`src/source/mpmc_lite_pkg.sv`:
```
package mpmc_lite_pkg;

	// ============================================================
	// Size constants
	// ============================================================

	// Bytes in one memory line, matching the wide DRAM word
	localparam int LINE_BYTES = 16;

	// Bits in one memory line
	localparam int LINE_BITS = 8 * LINE_BYTES;

	// ============================================================
	// Controller states
	// ============================================================

	// The controller steps every access through these three states
	// IDLE waits for a granted request and lets the mask register track it
	// ACCESS strobes the line memory for exactly one cycle
	// RESPOND returns the ack and the read line for exactly one cycle
	typedef enum logic [1:0]
	{
		IDLE    = 2'd0,
		ACCESS  = 2'd1,
		RESPOND = 2'd2
	} mpmc_state_t;

	// ============================================================
	// Bus port structs
	// ============================================================

	// One request from a bus port
	// Cycle and strobe rise together and stay up until the ack is seen
	// The byte select picks the bytes of the line that a write updates
	typedef struct packed
	{
		logic                  cyc;
		logic                  stb;
		logic                  we;
		logic [LINE_BYTES-1:0] sel;
		logic [31:0]           adr;
		logic [LINE_BITS-1:0]  dat;
	} mpmc_req_t;

	// One response to a bus port
	// The ack is a single-cycle pulse and the data is valid with it
	typedef struct packed
	{
		logic                 ack;
		logic [LINE_BITS-1:0] dat;
	} mpmc_resp_t;

endpackage

```
`src/source/mpmc_port_arbiter.sv`:
```
`timescale 1ns/1ps

module mpmc_port_arbiter
(
	input  logic                      clk,
	input  logic                      arst_n,
	input  mpmc_lite_pkg::mpmc_state_t state,
	input  mpmc_lite_pkg::mpmc_req_t   port0_req,
	input  mpmc_lite_pkg::mpmc_req_t   port1_req,
	output mpmc_lite_pkg::mpmc_req_t   sel_req,
	output logic                      grant
);

	import mpmc_lite_pkg::*;

	// A port is requesting while it holds both cycle and strobe high
	logic      req0;
	logic      req1;
	logic      both;

	// Combinational winner, valid while the controller is idle
	logic      win;
	mpmc_req_t win_req;

	// Round-robin pointer naming the port that wins the next collision
	logic      ptr;

	// Request and index captured on the edge that leaves IDLE
	logic      lat_grant;
	mpmc_req_t lat_req;

	// ============================================================
	// Winner selection
	// ============================================================

	assign req0 = port0_req.cyc & port0_req.stb;
	assign req1 = port1_req.cyc & port1_req.stb;
	assign both = req0 & req1;

	// On a collision the pointer decides, otherwise a lone port 1 wins
	// With no request at all port 0 is shown, whose strobe is low
	assign win     = both ? ptr : req1;
	assign win_req = win ? port1_req : port0_req;

	// ============================================================
	// Grant latch
	// ============================================================

	// The controller leaves IDLE on any edge where the winner is requesting
	always_ff @(posedge clk or negedge arst_n)
	begin
		if (!arst_n)
		begin
			ptr       <= 1'b0;
			lat_grant <= 1'b0;
		end
		else if (state == IDLE && (req0 | req1))
		begin
			lat_grant <= win;
			// Only a collision hands the priority to the other port
			if (both)
				ptr <= ~win;
		end
	end

	// The winning request is captured on the same edge as its index
	always_ff @(posedge clk)
	begin
		if (state == IDLE && (req0 | req1))
			lat_req <= win_req;
	end

	// In IDLE the controller and mask see the live winner
	// During the access the memory sees fields that cannot move
	assign sel_req = (state == IDLE) ? win_req : lat_req;
	assign grant   = (state == IDLE) ? win : lat_grant;

	// The granted port stays fixed from the latch edge until the ack
	assert property (@(posedge clk) disable iff (!arst_n)
		(state != IDLE) |-> $stable(grant));

endmodule

```
`config.mk`:
```
export PLATFORM = sky130hd
export DESIGN_NAME = mpmc_port_arbiter
export DESIGN_NICKNAME = d
export VERILOG_FILES = /design/src/source/mpmc_lite_pkg.sv /design/src/source/mpmc_port_arbiter.sv
export SDC_FILE = /design/constraint.sdc
export NUM_CORES = 1
export LEC_CHECK = 0
export BUFFER_PORTS_ARGS = -buffer_cell sky130_fd_sc_hd__buf_2
export CAP_MARGIN = 5
export CORE_AREA = 4 4 207 209
export CTS_CLUSTER_SIZE = 8
export DETAILED_ROUTE_END_ITERATION = 10
export DIE_AREA = 0 0 211 213
export HOLD_SLACK_MARGIN = 0.03
export SLEW_MARGIN = 20
export SYNTH_ARGS = -nofsm -noshare
export SYNTH_HDL_FRONTEND = slang
export SYNTH_SLANG_ARGS = --single-unit
```
`constraint.sdc`:
```
create_clock -name clk -period 2.4 [get_ports clk]
set_input_delay 0.24 -clock clk [delete_from_list [all_inputs] [get_ports clk]]
set_output_delay 0.24 -clock clk [all_outputs]
set_load 0.02 [all_outputs]
```
==> qor.txt, run 1 <==
==================================================================================
Share of the clock period used by the worst path                             98.0%
Kind of cell adding the most delay to the critical path               buffers and inverters
Die Wd                                                                      211 um
Total congestion overflow after global routing                                   0
CTS clk-pin slew, worst paths                                              0.07 ns
Initial antenna violation count                                                  3
Max transition margin                                                        63.0%
Clock latency of the later-clocked register in the worst-skew pair         0.45 ns
Setup Viol. Count Final                                                          0
Required time of the critical path                                         2.16 ns
Commonest non-fill, non-tap cell in the layout                        sky130_fd_sc_hd__buf_2
Clock tree from TritonCTS                                                     done
Maximum number of pins on one net before global-route repair                    95
Biggest area contributors in the synthesized netlist                  sky130_fd_sc_hd__edfxtp_1 (45%), sky130_fd_sc_hd__a31oi_1 (9.2%), sky130_fd_sc_hd__o21ai_2 (6.6%)
Final-report max-slew violation count                                            0
Port buffer count                                                              541
Number of ports placed on the die boundary                                     542
Number of sinks handled by clock tree synthesis                                181
First-pass GRT wire length                                               68,900 um
Overall die area                                                        44,900 um2
Final Routed Wirelength                                                  47,000 um
Kind of end point of the critical path                                primary output
Routability congestion estimate from global placement                        0.930
Avg Cell Area, Syn                                                        8.58 um2
H-tree depth                                                                     4
Post-DR wirelength/cell                                                    19.3 um
Leading cell types in the layout, fill and taps excluded              sky130_fd_sc_hd__buf_2 (500), sky130_fd_sc_hd__edfxtp_1 (179), sky130_fd_sc_hd__nor2_1 (178)
Buffer type at the clock tree root                                    sky130_fd_sc_hd__clkbuf_16
Fraction of post-synthesis cell area in the top cell type by area            44.8%
Num CTS Buffers                                                                 17
Net count of the mapped netlist                                              1,761
Maximum capacitance violations                                                   0
GRT Overall Usage                                                            19.1%
Proportion of synthesized chip area in sequential cells                      45.2%
Via count normalized by instance count                                        5.29
Filler-free cell count of the finished design                                2,437
Maximum clock insertion buffer count                                             2
Total power divided by cell area                                        571 nW/um2
Final Hold Vio Count                                                             0
Synth Flop Type                                                       sky130_fd_sc_hd__edfxtp_1
Worst slack at placement                                                  0.381 ns
Post-route minimum period                                                  2.35 ns
P&R area growth vs syn                                                       35.0%
Remaining number of nets flagged by the antenna check after routing              0
Vias                                                                        12,900
Total cell area at the placement stage                                  15,300 um2
Area of the mapped netlist                                              12,000 um2
Worst-case hold slack                                                     0.109 ns
Post-synth ARST share                                                        1.10%
Worst setup slack after layout                                           0.0478 ns
Initial Utilization                                                          29.4%
# rows                                                                          74
Y dimension of the die                                                      213 um
Number of instances in the synthesized netlist                               1,399
Highest Clock Rate                                                         425 MHz
Post-DP HPWL                                                             32,300 um
Synth warnings                                                                   0
Filler cell count in the final layout                                        4,170
Sequential cell area                                                      5430 um2
Area leader, netlist                                                  sky130_fd_sc_hd__edfxtp_1
Startpoint kind of the worst setup timing path                            register
WP data arrival                                                            2.11 ns
Hold WC Path Type                                                        in -> reg
Number of enable flip-flop cells after synthesis                               179
Total power of the final layout                                          0.00926 W
Multi-input logic area                                                    5200 um2
Layout net count                                                             2,250
Number of instances in the placed design                                     2,391
Crit path buf inv count                                                          4
Fraction of layout cells with a size suffix above 1                          41.6%
Slew @ Worst Pin                                                          0.555 ns
DRC Markers                                                                      0
Detailed Route Iter0 Violations                                              1,152
Sequence of cells on the critical path                                and3b_4, buf_12, buf_16, clkbuf_16, o21ai_2, a21oi_2, buf_4
RSZ-0062 raised after global routing                                          true
DRT Pass-1 Iters                                                                 7
Final design area excluding fillers                                     16,200 um2
Number of synthesized register bits                                            181
Count of unique library cells instantiated by Yosys                             31
P_leak                                                                     6.96 nW
Status                                                                finished clean
Total core area                                                         40,800 um2
Maximum net fanout on the critical path                                          9
Critical path's slowest cell                                          sky130_fd_sc_hd__dfrtp_1
Critical Path Max Stage Delay                                              0.42 ns
Peak supply drop                                                        0.000382 V
Setup Crit Path Kind                                                    reg -> out
Max Clock Skew                                                           0.0107 ns
Via count of the first global-routing pass                                  12,500
==================================================================================
registers in the layout, indices dropped and copies added, names as in the netlist:
register and flops:
lat_grant 1, lat_req 179, ptr 1
cell type report:
class | instances | share of cell area, %
flip-flops and latches | 181 | 33.5
multi-input cells | 905 | 32.1
repair buffers | 606 | 23.1
well taps | 532 | 4.11
inverters | 177 | 4.10
clock buffers | 21 | 2.72
clock inverters | 11 | 0.378
diodes | 4 | 0.0617
stage by stage:
| stage | TNS, ns | utilization, % |
|---|---|---|
| after floorplan | -302.12 | - |
| after global placement | 0 | 37.5 |
| after detailed placement | 0 | 37.5 |
| after CTS | -0.542 | 39.2 |
| after global routing | -0.525 | 39.7 |
| final | 0 | 39.7 |
layer usage:
layer	global-route usage, %	vias to the layer above	wire length, um
met5	0	-	13
met4	8.85	2	1740
met3	3.73	96	3530
met2	31.6	679	22700
met1	24.3	6094	19100
li1	-	6009	-
tightest hold or removal path: stages:
cell                      delay, ns
sky130_fd_sc_hd__buf_2         0.08
sky130_fd_sc_hd__o21ai_2       0.05
sky130_fd_sc_hd__o21ai_1       0.07
where the power goes:
part	internal, W	switching, W	leakage [nW]
Sequential	0.00370	0.0000545	1.64
Combinational	0.00108	0.00189	5.08
Clock	0.00131	0.00124	0.240
synthesized netlist by cell type, types with 2 or more instances:
library cell                 n
sky130_fd_sc_hd__edfxtp_1  179
sky130_fd_sc_hd__nor2_1    178
sky130_fd_sc_hd__a31oi_1   177
sky130_fd_sc_hd__inv_1     177
sky130_fd_sc_hd__o21ai_1   147
sky130_fd_sc_hd__a21oi_1   124
sky130_fd_sc_hd__o21ai_0   118
sky130_fd_sc_hd__o21ai_2    90
sky130_fd_sc_hd__a21oi_2    55
sky130_fd_sc_hd__buf_2      55
sky130_fd_sc_hd__clkbuf_1   50
sky130_fd_sc_hd__buf_4       8
sky130_fd_sc_hd__buf_6       8
sky130_fd_sc_hd__buf_8       5
sky130_fd_sc_hd__buf_12      4
sky130_fd_sc_hd__clkbuf_2    4
sky130_fd_sc_hd__buf_1       2
sky130_fd_sc_hd__dfrtp_1     2
sky130_fd_sc_hd__mux2_2      2
sky130_fd_sc_hd__nand2_1     2
sky130_fd_sc_hd__nand2b_1    2
final timing paths:
check,slack (ns),end,from,depth (start not counted)
setup / recovery,0.05,sel_req[96],ptr$_DFFE_PN0P_,7
hold / removal,0.11,lat_req[72]$_DFFE_PP_,port0_req[72],3
setup reg to reg,0.62,lat_req[97]$_DFFE_PP_,ptr$_DFFE_PN0P_,4
hold reg to reg,0.53,lat_grant$_DFFE_PN0P_,lat_grant$_DFFE_PN0P_,2
max in group asynchronous,2.16,lat_grant$_DFFE_PN0P_,arst_n,2
min in group asynchronous,0.15,ptr$_DFFE_PN0P_,arst_n,2
kinds of logic after synthesis:
| family | count (synthesis) | synth area share [%] |
|---|---|---|
| compound gates | 712 | 36.1 |
| buf+inv | 313 | 12.2 |
| simple gates | 190 | 6.32 |
| flops | 181 | 45.2 |
| mux | 2 | 0.188 |
| xor+xnor | 1 | 0.0730 |
what timing repair did:
| action | CTS | global route |
|---|---|---|
| hold buffers | 1 | 0 |
| endpoints found under the setup margin | 59 | 76 |
| hold endpoints to repair | 2 | 0 |
| buffers inserted | 2 | 0 |
| gates cloned | 2 | 5 |
| pin swaps | 0 | 2 |
| resized for setup | 33 | 30 |
(Power assumes the default switching activity.)
==> run 2: changes to the inputs <==
clock period = 2.5 ns   (was 2.4 ns; I/O delays follow)
==> run 2 against run 1 <==
Against the previous run: critical path depth decreased by 1; via count decreased by 1.4%; clock skew decreased by 0.0017 ns; register-to-register slack improved by 0.13 ns; combinational power decreased by 11%; total power decreased by 2.3%; non-clock buffer count decreased by 19; sequential power decreased by 4%; global-route usage decreased by 0.37 points; first-iteration DRC count increased by 4.9%; clock power increased by 11%; wire length decreased by 3.4%; critical path type unchanged; largest cell class unchanged.
==> qor.txt, run 2 (synthesized netlist as in run 1, its figures left out) <==
==================================================================================
Setup Crit Path Kind                                                    reg -> out
Hold WC Path Type                                                        in -> reg
# rows                                                                          74
Maximum number of pins on one net before global-route repair                    95
Leading cell types in the layout, fill and taps excluded              sky130_fd_sc_hd__buf_2 (541), sky130_fd_sc_hd__edfxtp_1 (179), sky130_fd_sc_hd__nor2_1 (178)
Power Internal                                                           0.00603 W
Kind of end point of the critical path                                primary output
Critical path's slowest cell                                          sky130_fd_sc_hd__dfrtp_1
Reg2Reg Setup Slack                                                        0.75 ns
Biggest regs                                                          lat_req (179), lat_grant (1), ptr (1)
Critical Path Max Stage Delay                                              0.41 ns
Grt met2 use                                                                 31.7%
Number of ports placed on the die boundary                                     542
Routability congestion estimate from global placement                        0.889
Sequence of cells on the critical path                                and3b_4, buf_12, buf_4, o21ai_2, a21oi_1, buf_2
Layout net count                                                             2,231
Max transition margin                                                        65.8%
Final-report max-slew violation count                                            0
Total congestion overflow after global routing                                   0
Most crowded layer after global routing                                       met2
Maximum net fanout on the critical path                                         50
Number of sinks handled by clock tree synthesis                                181
Final design area excluding fillers                                     15,900 um2
Total cell area at the placement stage                                  15,200 um2
P&R area growth vs syn                                                       32.0%
Port buffer count                                                              541
Die Wd                                                                      211 um
Maximum clock insertion buffer count                                             2
Worst Reg2Reg Path Length in Cells                                               4
Commonest non-fill, non-tap cell in the layout                        sky130_fd_sc_hd__buf_2
DRT Pass-1 Iters                                                                 6
P_leak                                                                     6.81 nW
Initial antenna violation count                                                  2
Final Routed Wirelength                                                  45,400 um
Detailed Route Iter0 Violations                                              1,208
Maximum capacitance violations                                                   0
Total power divided by cell area                                        571 nW/um2
Met1 routing resource usage after global routing                             23.7%
Hold EP                                                               lat_req[132]$_DFFE_PP_
Post-DP HPWL                                                             32,300 um
Switching Fraction                                                           33.4%
Final Hold Vio Count                                                             0
Reg2Reg Capture Point                                                 lat_req[54]$_DFFE_PP_
Clock tree from TritonCTS                                                     done
Clock network fraction of design power                                       31.0%
Y dimension of the die                                                      213 um
Peak supply drop                                                        0.000370 V
Top register by number of flip-flops                                       lat_req
Overall die area                                                        44,900 um2
Buffer type at the clock tree root                                    sky130_fd_sc_hd__clkbuf_16
Fraction of layout cells with a size suffix above 1                          40.9%
WP data arrival                                                            2.15 ns
Slew @ Worst Pin                                                          0.512 ns
RSZ-0062 raised after global routing                                          true
Highest Clock Rate                                                         416 MHz
Startpoint kind of the worst setup timing path                            register
Via count of the first global-routing pass                                  12,400
DRC Markers                                                                      0
Global routing usage on met3                                                 3.98%
Remaining number of nets flagged by the antenna check after routing              0
Max Clock Skew                                                          0.00892 ns
Setup Viol. Count Final                                                          0
Required time of the critical path                                         2.25 ns
Initial Utilization                                                          29.4%
Via count normalized by instance count                                        5.26
Vias                                                                        12,700
Worst slack at placement                                                  0.431 ns
GRT Overall Usage                                                            18.8%
Flip-flop count of the largest register after layout                           179
Sequential fraction of design power                                          39.8%
Startpoint of the worst register-to-register path                     ptr$_DFFE_PN0P_
Post-DR wirelength/cell                                                    18.8 um
CTS clk-pin slew, worst paths                                              0.07 ns
Worst setup slack after layout                                           0.0979 ns
Share of power burned in combinational logic                                 29.2%
Total core area                                                         40,800 um2
First-pass GRT wire length                                               67,700 um
Num CTS Buffers                                                                 17
Share of the clock period used by the worst path                             96.1%
Status                                                                finished clean
Hold_sp                                                               port0_req[132]
Worst hold stages                                                                3
Clock latency of the later-clocked register in the worst-skew pair         0.44 ns
H-tree depth                                                                     4
Power dissipated by switching net loads                                  0.00302 W
Post-route minimum period                                                  2.40 ns
==================================================================================
[run 2: cell types whose count changed in the layout (fill, tap and decap cells not counted), sizes merged]
cell | previous run | this run
buf | 600 | 586
clkbuf | 26 | 19
clkinv | 9 | 5
bufinv | 0 | 3
diode | 4 | 1
inv | 178 | 181
[run 2: critical path: cells and delay by family (launching register included)]
| kind | cells | cell delay, ns |
|---|---|---|
| flops | 1 | 0.41 |
| simple gates | 1 | 0.37 |
| buf+inv | 3 | 0.65 |
| compound gates | 2 | 0.24 |
[run 2: how the worst max path moves through the flow]
stage | start | endpoint | slack (ns) | cells after the start
floorplan | state[1] | lat_req[0]$_DFFE_PP_ | -1.60 | 4
CTS | ptr$_DFFE_PN0P_ | sel_req[141] | 0.05 | 6
finish | ptr$_DFFE_PN0P_ | sel_req[50] | 0.1 | 6
global placement | ptr$_DFFE_PN0P_ | sel_req[141] | 0.47 | 6
global route | ptr$_DFFE_PN0P_ | sel_req[63] | -0.04 | 6
detailed placement | ptr$_DFFE_PN0P_ | sel_req[141] | 0.43 | 6
[run 2: timing repair]
| action | CTS | global route |
|---|---|---|
| hold buffers | 1 | 0 |
| hold endpoints to repair | 2 | 0 |
| gates cloned | 0 | 0 |
| setup buffers | 2 | 0 |
| endpoints found under the setup margin | 47 | 5 |
| gates resized for setup | 0 | 2 |
| pin swaps | 0 | 0 |
[run 2: area by class of cell]
cell class,count,area (um2)
flip-flops and latches,181,5430
well taps,532,666
repair buffers,587,3330
multi-input cells,905,5180
clock buffers,19,433
clock inverters,13,154
fillers,4189,25000
inverters,177,664
diodes,1,2.50
[run 2: power groups by stage]
stage	logic (W)	clock network, W	registers (W)
3_3_place_gp	0.00259	0	0.00366
5_1_grt	0.00284	0.00304	0.00361
6_report	0.00264	0.00281	0.00360
2_1_floorplan	0.00164	0	0.00366
4_1_cts	0.00264	0.00290	0.00360
3_5_place_dp	0.00262	0	0.00367
[run 2: layer usage]
| layer | vias to the layer above | wire length [um] |
|---|---|---|
| met5 | - | 8 |
| met4 | 2 | 1300 |
| met3 | 78 | 3480 |
| met2 | 653 | 22100 |
| met1 | 6000 | 18500 |
| li1 | 5969 | - |
[run 2: per-stage QoR]
stage	cells	util, %	setup TNS, ns	total power (W)	hold slack (ns)
2_1_floorplan	1399	-	-286.01	0.00531	-0.0456
3_3_place_gp	2379	37.3	0	0.00625	0.0397
3_5_place_dp	2379	37.3	0	0.00629	0.0397
4_1_cts	2414	38.8	0	0.00914	0.0803
5_1_grt	2414	38.8	-0.0930	0.00949	0.0942
6_report	2415	38.8	0	0.00905	0.126
