## src/source/mpmc_lite_pkg.sv

```systemverilog
package mpmc_lite_pkg;

	// ============================================================
	// Size constants
	// ============================================================

	// Bytes in one memory line, matching the wide DRAM word
	localparam int LINE_BYTES = 16;

	// Bits in one memory line
	localparam int LINE_BITS = 8 * LINE_BYTES;

	// ============================================================
	// Controller states
	// ============================================================

	// The controller steps every access through these three states
	// IDLE waits for a granted request and lets the mask register track it
	// ACCESS strobes the line memory for exactly one cycle
	// RESPOND returns the ack and the read line for exactly one cycle
	typedef enum logic [1:0]
	{
		IDLE    = 2'd0,
		ACCESS  = 2'd1,
		RESPOND = 2'd2
	} mpmc_state_t;

	// ============================================================
	// Bus port structs
	// ============================================================

	// One request from a bus port
	// Cycle and strobe rise together and stay up until the ack is seen
	// The byte select picks the bytes of the line that a write updates
	typedef struct packed
	{
		logic                  cyc;
		logic                  stb;
		logic                  we;
		logic [LINE_BYTES-1:0] sel;
		logic [31:0]           adr;
		logic [LINE_BITS-1:0]  dat;
	} mpmc_req_t;

	// One response to a bus port
	// The ack is a single-cycle pulse and the data is valid with it
	typedef struct packed
	{
		logic                 ack;
		logic [LINE_BITS-1:0] dat;
	} mpmc_resp_t;

endpackage

```

## src/source/mpmc_set_write_mask.sv

```systemverilog
`timescale 1ns/1ps

module mpmc_set_write_mask
#(
	parameter int LINE_BYTES = mpmc_lite_pkg::LINE_BYTES
)
(
	input  logic                      clk,
	input  logic                      arst_n,
	input  mpmc_lite_pkg::mpmc_state_t state,
	input  logic                      we,
	input  logic [LINE_BYTES-1:0]     sel,
	output logic [LINE_BYTES-1:0]     mask
);

	import mpmc_lite_pkg::*;

	// ============================================================
	// Active-low byte mask
	// ============================================================

	// A zero bit lets the matching byte lane through to the DRAM
	// The register follows the arbiter winner on every idle edge
	// so the value taken on the grant edge is the one held for the access
	always_ff @(posedge clk or negedge arst_n)
	begin
		if (!arst_n)
			mask <= '0;
		else if (state == IDLE)
		begin
			// A write touches only the selected bytes
			if (we)
				mask <= ~sel;
			// A read takes every byte of the line
			else
				mask <= '0;
		end
	end

	// Outside IDLE the value holds, which keeps the mask steady for the memory

	// A read that was latched by the arbiter must reach the memory unmasked
	assert property (@(posedge clk) disable iff (!arst_n)
		(state == ACCESS && !we) |-> (mask == '0));

endmodule
```

## config.mk

```make
export PLATFORM = sky130hd
export DESIGN_NAME = mpmc_set_write_mask
export DESIGN_NICKNAME = d
export VERILOG_FILES = /design/src/source/mpmc_lite_pkg.sv /design/src/source/mpmc_set_write_mask.sv
export SDC_FILE = /design/constraint.sdc
export NUM_CORES = 1
export LEC_CHECK = 0
export BUFFER_PORTS_ARGS = -buffer_cell sky130_fd_sc_hd__buf_2
export CELL_PAD_IN_SITES_DETAIL_PLACEMENT = 0
export CELL_PAD_IN_SITES_GLOBAL_PLACEMENT = 2
export CORE_ASPECT_RATIO = 0.6
export CORE_MARGIN = 10
export CORE_UTILIZATION = 25
export DETAILED_ROUTE_END_ITERATION = 10
export HOLD_SLACK_MARGIN = 0.03
export PLACE_DENSITY = 0.83
export SYNTH_ARGS = -nofsm -noshare
export SYNTH_HDL_FRONTEND = slang
export SYNTH_SLANG_ARGS = --single-unit
```

## constraint.sdc

```tcl
create_clock -name clk -period 0.8 [get_ports clk]
set_input_delay 0.24 -clock clk [delete_from_list [all_inputs] [get_ports clk]]
set_output_delay 0.24 -clock clk [all_outputs]
set_load 0.02 [all_outputs]
```

==> metrics.csv, run 1 <==
stage;metric;value;unit
logic_synthesis;Synth Area in Compound Gates;26.25;%
floorplan;initial core utilization;26.23;%
pwr;power density over cell area;1914;mW/mm^2
critical_path;Critical Path End Type;output port;
clock_network;root buf cell;sky130_fd_sc_hd__clkbuf_8;
route;DRC violation count after routing;0;
floorplan;height of the die;62.52;um
timing;setup skew after layout;0;ps
pwr;Comb pwr share;25.2;%
timing;Setup WS post-layout;-223.9;ps
grt;All-Layer GR Usage;7.727;%
place;GP Congestion;0.7241;
final_layout;share of the core filled with cells;40.31;%
clock_network;H-Tree Depth;1;
grt;number of antenna violations at the first check in global routing;0;
timing;upper clock frequency limit;976.7;MHz
logic_synthesis;post-synthesis simple-gate area fraction;14.78;%
floorplan;Boundary Pins;37;
final_layout;Inserted Diodes;0;
logic_synthesis;part of the Yosys area used for sequential elements;53.16;%
route;Vias/cell;4.307;
final_layout;layout cell share with drive strength beyond 1;49.55;%
critical_path;critical register-to-register path startpoint;mask[4]$_DFFE_PN0N_;
clock_network;number of buffers between clock root and the deepest sink;2;
final_layout;net count of the finished layout;133;
route;Pre-Repair DR Iteration Count;4;
grt;vias in the first global route;731;
critical_path;worst reg-to-reg setup slack;90;ps
final_layout;number of filler cells placed in the layout;294;
pwr;Flop pwr share;42.9;%
place;detailed placement HPWL;1583;um
critical_path;maximum cell stage delay along the critical path;390;ps
pwr;Peak VDD IR;0.4746;mV
logic_synthesis;combinational family with the most area after synthesis;compound AO/OA/AOI/OAI gates;
critical_path;data required time of the critical path;560;ps
logic_synthesis;number of storage elements in the synthesis netlist;16;
timing;setup violation total in the final timing report;16;
place;Port Buf Inserts;36;
critical_path;endpoint of the worst register-to-register path;mask[4]$_DFFE_PN0N_;
timing;time the final worst path needs with I/O delays and setup;1024;ps
final_layout;combined area of the multi-input logic cells;309.0;sq um
grt;total overflow reported by the global router;0;
final_layout;register ranked first by flip-flop count;mask;
final_layout;Largest register FFs;16;
route;DRT iter0 DRCs;9;
logic_synthesis;library cells used by synthesis;10;
route;routed wire length;2070;um
logic_synthesis;per-instance average area after synthesis;10.76;sq um
floorplan;number of core rows;15;
logic_synthesis;adder-cell area share of the yosys netlist;0;%
critical_path;critical path peak fanout;2;
final_layout;Layout Area Growth over Synthesis;53.65;%
timing;number of slew-limit violations in the final report;0;
pwr;Lkg Pwr;0.5425;nW
floorplan;total die area;0.005680;sq mm
clock_network;clock tree from TritonCTS;built;
hold_path;hold crit path type;in -> reg;
route;DRT antenna net count;0;
hold_path;hold path startpoint;sel[15];
job;number of maximum-capacitance constraint violations;0;
pwr;Power, Total;2.215;mW
logic_synthesis;Yosys warning total;0;
route;via count of the routed design;659;
logic_synthesis;cell area after technology mapping;753.2;sq um
outcome;run status;complete, but fails checks;
timing;Setup Total Neg Slack;-3405;ps
hold_path;cell count of the worst hold path;3;
pwr;Net Switching;0.6032;mW
floorplan;Die Span X;90.86;um
final_layout;register cell area after layout;400.4;sq um
logic_synthesis;Synth Instances;70;
timing;Period Utilization, post-route;128.0;%
clock_network;clock slew at reported path FFs;60;ps
clock_network;total CTS buffers;3;
pwr;cell internal pwr;1.612;mW
timing;Worst Hold Margin;228.1;ps
logic_synthesis;post-synthesis xor/xnor area fraction;0;%
clock_network;clock sink total;16;
pwr;switch share;27.23;%
timing;RSZ-0062 raised after global routing;true;
grt;global-route wire length before repair;3525;um
critical_path;Cell Chain, Critical Path;buf_6;
route;WL per Instance;13.53;um
timing;number of endpoints with negative hold slack in the final report;0;
floorplan;area of the core;0.002872;sq mm
critical_path;depth of the worst register-to-register path;2;
pwr;part of the power in the clock network;31.9;%
outcome;violations in the final reports;setup timing;
critical_path;startpoint-to-endpoint class of the critical path;reg -> out;
final_layout;registers with the most flip-flops;mask (16);
critical_path;launching element type of the critical path;flop;
critical_path;critical path's slowest cell;sky130_fd_sc_hd__dfrtp_1;
critical_path;worst endpoint data arrival time;780;ps
logic_synthesis;Mapped Nets;91;
logic_synthesis;proportion of synthesized area in mux cells;0;%
timing;transition time at the pin with the least slew margin;348.4;ps
timing;worst rel slew slack;76.78;%
critical_path;kind of cell adding the most delay to the critical path;flip-flops;
hold_path;Endpoint, Worst Hold;mask[15]$_DFFE_PN0N_;
clock_network;Worst-Skew Late Latency;250;ps
grt;pin count of the biggest net entering global routing;17;
critical_path;number of buffers and inverters on the critical path;1;
[area by class of cell]
type,instances,area share (%)
multi-input combinational,49,26.70
timing repair buffer,42,29.41
clock buffer,4,4.757
sequential,16,34.59
tap,42,4.541
[timing repair]
item                                   CTS  global route
endpoints found under the hold margin   16             0
setup endpoints to repair               16            18
hold buffers                             1             0
resized for setup                       32             2
pin swaps                                0             0
buffers inserted                         0             0
[metrics by stage]
stage / cells / setup slack [ps] / cell area [sq um]
floorplan: 70 / -83.64 / 753.2
global placement: 148 / -187.0 / 992.2
detailed placement: 148 / -212.4 / 992.2
CTS: 153 / -232.0 / 1157
global route: 153 / -256.0 / 1157
finish: 153 / -223.9 / 1157
[worst min-delay path, stage by stage]
cell and delay (ps):
sky130_fd_sc_hd__buf_2 70, sky130_fd_sc_hd__nand2b_1 80, sky130_fd_sc_hd__o21ai_1 50
[power by group through the flow]
stage,sequential (mW),clock [mW],combinational (mW)
floorplan,1.05,0,0.158
global placement,0.944,0,0.459
detailed placement,0.946,0,0.467
CTS,0.952,0.728,0.569
global route,0.960,0.762,0.615
finish,0.950,0.706,0.559
[layout by cell type, fill, tap and decap left out]
cell                            instances
sky130_fd_sc_hd__o21ai_0               20
sky130_fd_sc_hd__buf_2                 20
sky130_fd_sc_hd__dfrtp_1               16
sky130_fd_sc_hd__buf_6                 16
sky130_fd_sc_hd__nand2b_1              12
sky130_fd_sc_hd__o21ai_2               10
sky130_fd_sc_hd__or2b_1                 4
sky130_fd_sc_hd__clkbuf_8               4
sky130_fd_sc_hd__buf_4                  4
sky130_fd_sc_hd__o21ai_1                2
sky130_fd_sc_hd__or2_1                  1
sky130_fd_sc_hd__dlygate4sd3_1          1
sky130_fd_sc_hd__buf_12                 1
[per-layer routing]
layer / vias up / routed length (um) / GRT usage, %
met2: 19 / 1118 / 13.35
met4: 0 / 44 / 4.086
li1: 319 / - / -
met3: 5 / 122 / 2.998
met1: 316 / 785 / 7.981
met5: - / 0 / 0
[synthesized netlist by cell type]
master / n / area share (%)
sky130_fd_sc_hd__o21ai_0: 22 / 15
sky130_fd_sc_hd__dfrtp_1: 16 / 53
sky130_fd_sc_hd__nand2b_1: 12 / 10
sky130_fd_sc_hd__o21ai_2: 10 / 12
sky130_fd_sc_hd__or2b_1: 4 / 4.0
sky130_fd_sc_hd__clkbuf_1: 2 / 1.0
sky130_fd_sc_hd__buf_12: 1 / 2.7
sky130_fd_sc_hd__buf_2: 1 / 0.66
sky130_fd_sc_hd__buf_6: 1 / 1.5
sky130_fd_sc_hd__or2_1: 1 / 0.83
[how the worst max path moves through the flow]
stage,from,end,cells past startpoint,slack (ps)
finish,mask[8]$_DFFE_PN0N_,mask[8],1,-220
global route,mask[15]$_DFFE_PN0N_,mask[15],1,-260
CTS,mask[8]$_DFFE_PN0N_,mask[8],1,-230
detailed placement,state[0],mask[12]$_DFFE_PN0N_,4,-210
global placement,state[0],mask[14]$_DFFE_PN0N_,4,-190
floorplan,state[0],mask[3]$_DFFE_PN0N_,4,-80
[cells by family (layout without fill, tap and decap cells)]
| group | count (synthesis) | count (layout) |
|---|---|---|
| compound gates | 32 | 32 |
| buf+inv | 5 | 46 |
| flops | 16 | 16 |
| simple gates | 17 | 17 |
Power figures use the tool's default switching activity.
==> run 2, diff against run 1 <==
--- a/config.mk
+++ b/config.mk
@@ -5,15 +5,16 @@
 export SDC_FILE = /design/constraint.sdc
 export NUM_CORES = 1
 export LEC_CHECK = 0
+export ABC_AREA = 1
 export BUFFER_PORTS_ARGS = -buffer_cell sky130_fd_sc_hd__buf_2
 export CELL_PAD_IN_SITES_DETAIL_PLACEMENT = 0
 export CELL_PAD_IN_SITES_GLOBAL_PLACEMENT = 2
 export CORE_ASPECT_RATIO = 0.6
 export CORE_MARGIN = 10
-export CORE_UTILIZATION = 25
+export CORE_UTILIZATION = 23
 export DETAILED_ROUTE_END_ITERATION = 10
 export HOLD_SLACK_MARGIN = 0.03
-export PLACE_DENSITY = 0.83
+export PLACE_DENSITY = 0.84
 export SYNTH_ARGS = -nofsm -noshare
 export SYNTH_HDL_FRONTEND = slang
 export SYNTH_SLANG_ARGS = --single-unit
==> run 2 against run 1 <==
  * The run still ends with setup timing left
  * Global-route usage fell by 0.14 points
  * Clock power fell by 0.7%
  * Flip-flop and latch count is the same
  * Worst setup slack got worse by 5.9 ps
  * Non-clock buffer count increased by 8
  * Cell area rose by 4.2%
  * Maximum frequency down 0.58%
  * Highest routed layer is now met3
==> metrics.csv, run 2 <==
stage;metric;value;unit
final_layout;register cell area after layout;400.4;sq um
logic_synthesis;Yosys top cell area share;55.75;%
critical_path;worst endpoint data arrival time;790;ps
logic_synthesis;Area contributors post-synth;sky130_fd_sc_hd__dfrtp_1, sky130_fd_sc_hd__nand2_1, sky130_fd_sc_hd__nor2_1;
route;DRC violation count after routing;0;
timing;Setup WS post-layout;-229.8;ps
logic_synthesis;cell with the most instances after synthesis;sky130_fd_sc_hd__nand2_1;
final_layout;register ranked first by flip-flop count;mask;
pwr;Flop pwr share;41.9;%
place;Port Buf Inserts;36;
critical_path;startpoint-to-endpoint class of the critical path;reg -> out;
critical_path;kind of cell adding the most delay to the critical path;flip-flops;
floorplan;Boundary Pins;37;
pwr;cell internal pwr;1.665;mW
final_layout;Largest register FFs;16;
pwr;part of the power in the clock network;30.8;%
grt;vias in the first global route;708;
final_layout;number of filler cells placed in the layout;311;
critical_path;worst reg-to-reg setup slack;-20;ps
logic_synthesis;number of storage elements in the synthesis netlist;16;
final_layout;layout cell share with drive strength beyond 1;43.17;%
pwr;switch share;27.02;%
logic_synthesis;most frequently used flop master after synthesis;sky130_fd_sc_hd__dfrtp_1;
place;instance area after placement;952.2;sq um
hold_path;hold path startpoint;sel[2];
floorplan;Die Span X;92.14;um
final_layout;top library cells by usage in the layout, fill and taps aside;sky130_fd_sc_hd__nand2_1, sky130_fd_sc_hd__buf_2, sky130_fd_sc_hd__buf_6;
critical_path;data required time of the critical path;560;ps
pwr;Lkg Pwr;0.6845;nW
logic_synthesis;per-instance average area after synthesis;8.161;sq um
timing;RSZ-0062 raised after global routing;true;
route;DRT iter0 DRCs;33;
floorplan;initial core utilization;24.53;%
place;GP Congestion;0.6610;
logic_synthesis;library cells used by synthesis;11;
critical_path;critical register-to-register path startpoint;mask[14]$_DFFE_PN0N_;
critical_path;launching element type of the critical path;flop;
logic_synthesis;cell area after technology mapping;718.2;sq um
timing;number of endpoints with negative hold slack in the final report;0;
job;number of maximum-capacitance constraint violations;0;
floorplan;area of the core;0.002928;sq mm
final_layout;most common cell after layout, fill and taps aside;sky130_fd_sc_hd__nand2_1;
final_layout;net count of the finished layout;161;
timing;number of slew-limit violations in the final report;0;
final_layout;post-route cell area;0.001206;sq mm
critical_path;critical path's slowest cell;sky130_fd_sc_hd__dfrtp_1;
final_layout;combined area of the multi-input logic cells;270.3;sq um
hold_path;hold crit path type;in -> reg;
logic_synthesis;number of synthesized flops with an enable pin;0;
route;WL per Instance;11.22;um
clock_network;total CTS buffers;3;
final_layout;registers with the most flip-flops;mask (16);
clock_network;clock slew at reported path FFs;60;ps
timing;setup violation total in the final timing report;17;
grt;global-route wire length before repair;3484;um
logic_synthesis;part of the Yosys area used for sequential elements;55.75;%
logic_synthesis;dominant cell type by area after synthesis;sky130_fd_sc_hd__dfrtp_1;
critical_path;Cell Chain, Critical Path;buf_6;
clock_network;clock tree from TritonCTS;built;
route;via count of the routed design;696;
pwr;Comb pwr share;27.4;%
clock_network;clock sink total;16;
critical_path;number of buffers and inverters on the critical path;1;
outcome;run status;complete, but fails checks;
grt;number of antenna violations at the first check in global routing;0;
route;DRT antenna net count;0;
route;routed wire length;2031;um
final_layout;Layout Area Growth over Synthesis;67.94;%
route;Pre-Repair DR Iteration Count;4;
timing;upper clock frequency limit;971.0;MHz
pwr;Net Switching;0.6164;mW
timing;setup skew after layout;0;ps
clock_network;Worst-Skew Late Latency;240;ps
logic_synthesis;Yosys warning total;0;
clock_network;root buf cell;sky130_fd_sc_hd__clkbuf_8;
place;detailed placement HPWL;1528;um
hold_path;Endpoint, Worst Hold;mask[2]$_DFFE_PN0N_;
critical_path;maximum cell stage delay along the critical path;400;ps
clock_network;H-Tree Depth;1;
critical_path;endpoint of the worst register-to-register path;mask[14]$_DFFE_PN0N_;
clock_network;number of buffers between clock root and the deepest sink;2;
final_layout;share of the core filled with cells;41.20;%
critical_path;critical path peak fanout;2;
outcome;violations in the final reports;setup timing;
grt;All-Layer GR Usage;7.585;%
logic_synthesis;leading cell types by count after synthesis;sky130_fd_sc_hd__nand2_1, sky130_fd_sc_hd__dfrtp_1, sky130_fd_sc_hd__nor2_1;
logic_synthesis;Mapped Nets;109;
floorplan;number of core rows;15;
route;Vias/cell;3.845;
timing;time the final worst path needs with I/O delays and setup;1030;ps
pwr;Peak VDD IR;0.5130;mV
floorplan;height of the die;63.29;um
critical_path;depth of the worst register-to-register path;4;
timing;worst rel slew slack;76.73;%
final_layout;Inserted Diodes;0;
grt;pin count of the biggest net entering global routing;17;
pwr;power density over cell area;1891;mW/mm^2
floorplan;total die area;0.005831;sq mm
grt;total overflow reported by the global router;0;
critical_path;Critical Path End Type;output port;
timing;transition time at the pin with the least slew margin;349.0;ps
hold_path;cell count of the worst hold path;4;
logic_synthesis;asr flop ratio synth;100.0;%
logic_synthesis;Synth Instances;88;
timing;Period Utilization, post-route;128.7;%
[run 2: repair_timing]
| action | 4_1_cts | 5_1_grt |
|---|---|---|
| hold endpoints to repair | 16 | 0 |
| gates resized for setup | 32 | 2 |
| endpoints found under the setup margin | 16 | 16 |
| gates cloned | 0 | 0 |
| setup buffers | 7 | 4 |
| pin swaps | 0 | 1 |
| hold buffers | 1 | 0 |
[run 2: kinds of logic after synthesis]
family | after synthesis | share of synthesized area, %
buf+inv | 6 | 6.969
flops | 16 | 55.75
simple gates | 66 | 37.28
[run 2: cell type report]
| type | instances | share of cell area [%] |
|---|---|---|
| clock buffer | 4 | 4.564 |
| inverter | 3 | 0.9336 |
| multi-input combinational | 66 | 22.41 |
| sequential | 16 | 33.19 |
| tap | 42 | 4.357 |
| timing repair buffer | 50 | 34.54 |
[run 2: routing by layer]
metal,vias up,track usage [%],wire length (um)
met5,-,0,0
met4,0,3.448,0
met3,0,3.783,143
met2,23,13.07,1047
met1,312,7.547,839
li1,361,-,-
[run 2: how the worst max path moves through the flow]
stage               slack [ps]  cells past startpoint                start              endpoint
floorplan                   30                      5                   we  mask[10]$_DFFE_PN0N_
global placement           -20                      5             state[0]  mask[15]$_DFFE_PN0N_
detailed placement         -30                      6                   we   mask[6]$_DFFE_PN0N_
CTS                       -240                      1  mask[1]$_DFFE_PN0N_               mask[1]
global route              -270                      1  mask[1]$_DFFE_PN0N_               mask[1]
finish                    -230                      1  mask[1]$_DFFE_PN0N_               mask[1]
[run 2: stage by stage]
step	worst slack, ps	power, mW	std cells	hold WS [ps]	setup TNS (ps)
floorplan	30.93	1.199	88	-55.59	0
global placement	-21.99	1.393	165	170.0	-248.1
detailed placement	-33.06	1.397	165	172.4	-435.1
CTS	-244.1	2.292	177	211.7	-3591
global route	-268.3	2.424	181	221.6	-4019
finish	-229.8	2.281	181	218.8	-3424
[run 2: power groups by stage]
| stage | clock [mW] | sequential, mW | combinational (mW) |
|---|---|---|---|
| 2_1_floorplan | 0 | 1.06 | 0.142 |
| 3_3_place_gp | 0 | 0.952 | 0.441 |
| 3_5_place_dp | 0 | 0.953 | 0.444 |
| 4_1_cts | 0.734 | 0.955 | 0.603 |
| 5_1_grt | 0.770 | 0.967 | 0.687 |
| 6_report | 0.701 | 0.955 | 0.625 |
==> run 3, diff against run 2 <==
--- a/config.mk
+++ b/config.mk
@@ -7,14 +7,15 @@
 export LEC_CHECK = 0
 export ABC_AREA = 1
 export BUFFER_PORTS_ARGS = -buffer_cell sky130_fd_sc_hd__buf_2
+export CAP_MARGIN = 25
 export CELL_PAD_IN_SITES_DETAIL_PLACEMENT = 0
 export CELL_PAD_IN_SITES_GLOBAL_PLACEMENT = 2
 export CORE_ASPECT_RATIO = 0.6
 export CORE_MARGIN = 10
-export CORE_UTILIZATION = 23
+export CORE_UTILIZATION = 24
 export DETAILED_ROUTE_END_ITERATION = 10
 export HOLD_SLACK_MARGIN = 0.03
-export PLACE_DENSITY = 0.84
+export PLACE_DENSITY = 0.87
 export SYNTH_ARGS = -nofsm -noshare
 export SYNTH_HDL_FRONTEND = slang
 export SYNTH_SLANG_ARGS = --single-unit
==> constraint.sdc (replaced) <==
create_clock -name clk -period 1.22 [get_ports clk]
set_input_delay 0.366 -clock clk [delete_from_list [all_inputs] [get_ports clk]]
set_output_delay 0.366 -clock clk [all_outputs]
set_load 0.02 [all_outputs]
==> run 3 against run 2 <==
  * The flow now finishes without violations
  * Utilization fell by 6.5 points
  * Global-route usage down 0.73 points
  * Worst hold slack better by 130 ps
  * Die area down 3.1%
  * Non-clock buffer count fell by 12
  * Combinational power decreased by 56%
  * Critical path type unchanged
  * Count of clock-buffer cells in the layout unchanged
  * Highest routed layer is now met4
  * Largest power group unchanged
  * Worst setup slack improved by 280 ps
  * Clock power fell by 35%
==> metrics.csv, run 3 (synthesis gave the netlist of run 2 again) <==
stage;metric;value;unit
critical_path;critical path's slowest cell;sky130_fd_sc_hd__dfrtp_1;
timing;setup violation total in the final timing report;0;
pwr;power density over cell area;1356;mW/mm^2
final_layout;net count of the finished layout;149;
clock_network;clock slew at reported path FFs;60;ps
clock_network;clock tree from TritonCTS;built;
critical_path;worst endpoint data arrival time;810;ps
final_layout;Inserted Diodes;0;
timing;Worst Hold Margin;344.2;ps
clock_network;H-Tree Depth;1;
hold_path;hold crit path type;in -> reg;
final_layout;combined area of the multi-input logic cells;267.8;sq um
timing;upper clock frequency limit;853.7;MHz
floorplan;area of the core;0.002872;sq mm
floorplan;initial core utilization;25.01;%
route;WL per Instance;11.35;um
floorplan;height of the die;62.38;um
timing;worst rel slew slack;75.99;%
timing;number of endpoints with negative hold slack in the final report;0;
clock_network;total CTS buffers;3;
final_layout;registers with the most flip-flops;mask (16);
pwr;Peak VDD IR;0.4022;mV
clock_network;number of buffers between clock root and the deepest sink;2;
route;DRC violation count after routing;0;
critical_path;kind of cell adding the most delay to the critical path;flip-flops;
route;Vias/cell;3.793;
floorplan;Boundary Pins;37;
critical_path;Cell Chain, Critical Path;buf_2;
grt;global-route wire length before repair;3174;um
critical_path;Critical Path End Type;output port;
final_layout;Layout Area Growth over Synthesis;38.85;%
place;GP Congestion;0.6581;
critical_path;startpoint-to-endpoint class of the critical path;reg -> out;
final_layout;number of filler cells placed in the layout;332;
route;Pre-Repair DR Iteration Count;3;
grt;total overflow reported by the global router;0;
clock_network;Worst-Skew Late Latency;240;ps
floorplan;number of core rows;15;
clock_network;root buf cell;sky130_fd_sc_hd__clkbuf_8;
timing;Period Utilization, post-route;96.02;%
critical_path;critical path peak fanout;2;
floorplan;total die area;0.005652;sq mm
timing;transition time at the pin with the least slew margin;359.3;ps
final_layout;most common cell after layout, fill and taps aside;sky130_fd_sc_hd__nand2_1;
timing;Setup Total Neg Slack;0;ps
clock_network;clock sink total;16;
final_layout;register cell area after layout;400.4;sq um
critical_path;number of buffers and inverters on the critical path;1;
timing;RSZ-0062 raised after global routing;false;
place;Port Buf Inserts;36;
route;DRT antenna net count;0;
timing;setup skew after layout;0;ps
final_layout;layout cell share with drive strength beyond 1;37.01;%
place;detailed placement HPWL;1516;um
floorplan;Die Span X;90.62;um
clock_network;number of buffers inserted to repair setup after CTS;0;
pwr;Lkg Pwr;0.5981;nW
critical_path;data required time of the critical path;850;ps
critical_path;maximum cell stage delay along the critical path;390;ps
grt;All-Layer GR Usage;6.853;%
route;routed wire length;1918;um
grt;number of antenna violations at the first check in global routing;0;
job;number of maximum-capacitance constraint violations;0;
grt;vias in the first global route;688;
final_layout;Largest register FFs;16;
outcome;run status;completed;
critical_path;launching element type of the critical path;flop;
grt;pin count of the biggest net entering global routing;17;
route;via count of the routed design;641;
timing;number of slew-limit violations in the final report;0;
final_layout;register ranked first by flip-flop count;mask;
timing;time the final worst path needs with I/O delays and setup;1171;ps
route;DRT iter0 DRCs;13;
final_layout;top library cells by usage in the layout, fill and taps aside;sky130_fd_sc_hd__nand2_1, sky130_fd_sc_hd__buf_2, sky130_fd_sc_hd__nor2_1, sky130_fd_sc_hd__dfrtp_1, sky130_fd_sc_hd__clkbuf_8;
==> run 3: changes by cell type in the layout (fill, tap and decap cells not counted) <==
cell                      change
sky130_fd_sc_hd__buf_4       -10
sky130_fd_sc_hd__buf_6       -17
sky130_fd_sc_hd__nand2_2      -1
sky130_fd_sc_hd__buf_2       +16
sky130_fd_sc_hd__nand2_1      +1
sky130_fd_sc_hd__buf_12       -1
==> run 3: cell type report <==
| class | count | area share [%] |
|---|---|---|
| sequential | 16 | 40.15 |
| inverter | 3 | 1.129 |
| multi-input combinational | 66 | 26.85 |
| tap | 42 | 5.270 |
| timing repair buffer | 38 | 21.08 |
| clock buffer | 4 | 5.521 |
==> run 3: per-layer routing <==
metal | GRT usage, % | up-vias | part of all wire [%]
li1 | - | 335 | -
met1 | 7.177 | 290 | 41
met2 | 11.74 | 14 | 52
met3 | 3.357 | 2 | 6.0
met4 | 2.372 | 0 | 1.0
met5 | 0 | - | 0
==> run 3: timing repair <==
action,in CTS,in global routing
hold buffers,1,0
gates resized for setup,0,0
hold endpoints to repair,9,0
==> run 3: power by group <==
part	leakage, nW	internal [mW]	total, mW	switching [mW]
clock	0.0288	0.286	0.459	0.173
sequential	0.209	0.586	0.616	0.0299
combinational	0.360	0.103	0.277	0.174
total	0.598	0.975	1.35	0.377
==> run 3: path summary, 6_finish.rpt <==
path / startpoint / to / slack (ps) / depth (start not counted)
min in group asynchronous: arst_n / mask[3]$_DFFE_PN0N_ / 560 / 2
min: sel[11] / mask[11]$_DFFE_PN0N_ / 340 / 4
max in group asynchronous: arst_n / mask[12]$_DFFE_PN0N_ / 410 / 2
max reg2reg: mask[3]$_DFFE_PN0N_ / mask[3]$_DFFE_PN0N_ / 610 / 2
min reg2reg: mask[13]$_DFFE_PN0N_ / mask[13]$_DFFE_PN0N_ / 470 / 2
max: mask[3]$_DFFE_PN0N_ / mask[3] / 50 / 1
==> run 3: through the flow <==
stage | setup slack, ps | cell area [sq um] | std cells | utilization (%) | power, mW
6_report | 48.56 | 997.2 | 169 | 34.73 | 1.352
5_1_grt | 13.47 | 997.2 | 169 | 34.73 | 1.429
4_1_cts | 39.25 | 997.2 | 169 | 34.73 | 1.375
3_5_place_dp | 157.0 | 932.1 | 164 | 32.46 | 0.9092
3_3_place_gp | 180.7 | 932.1 | 164 | 32.46 | 0.9052
2_1_floorplan | 324.9 | 718.2 | 88 | - | 0.7861
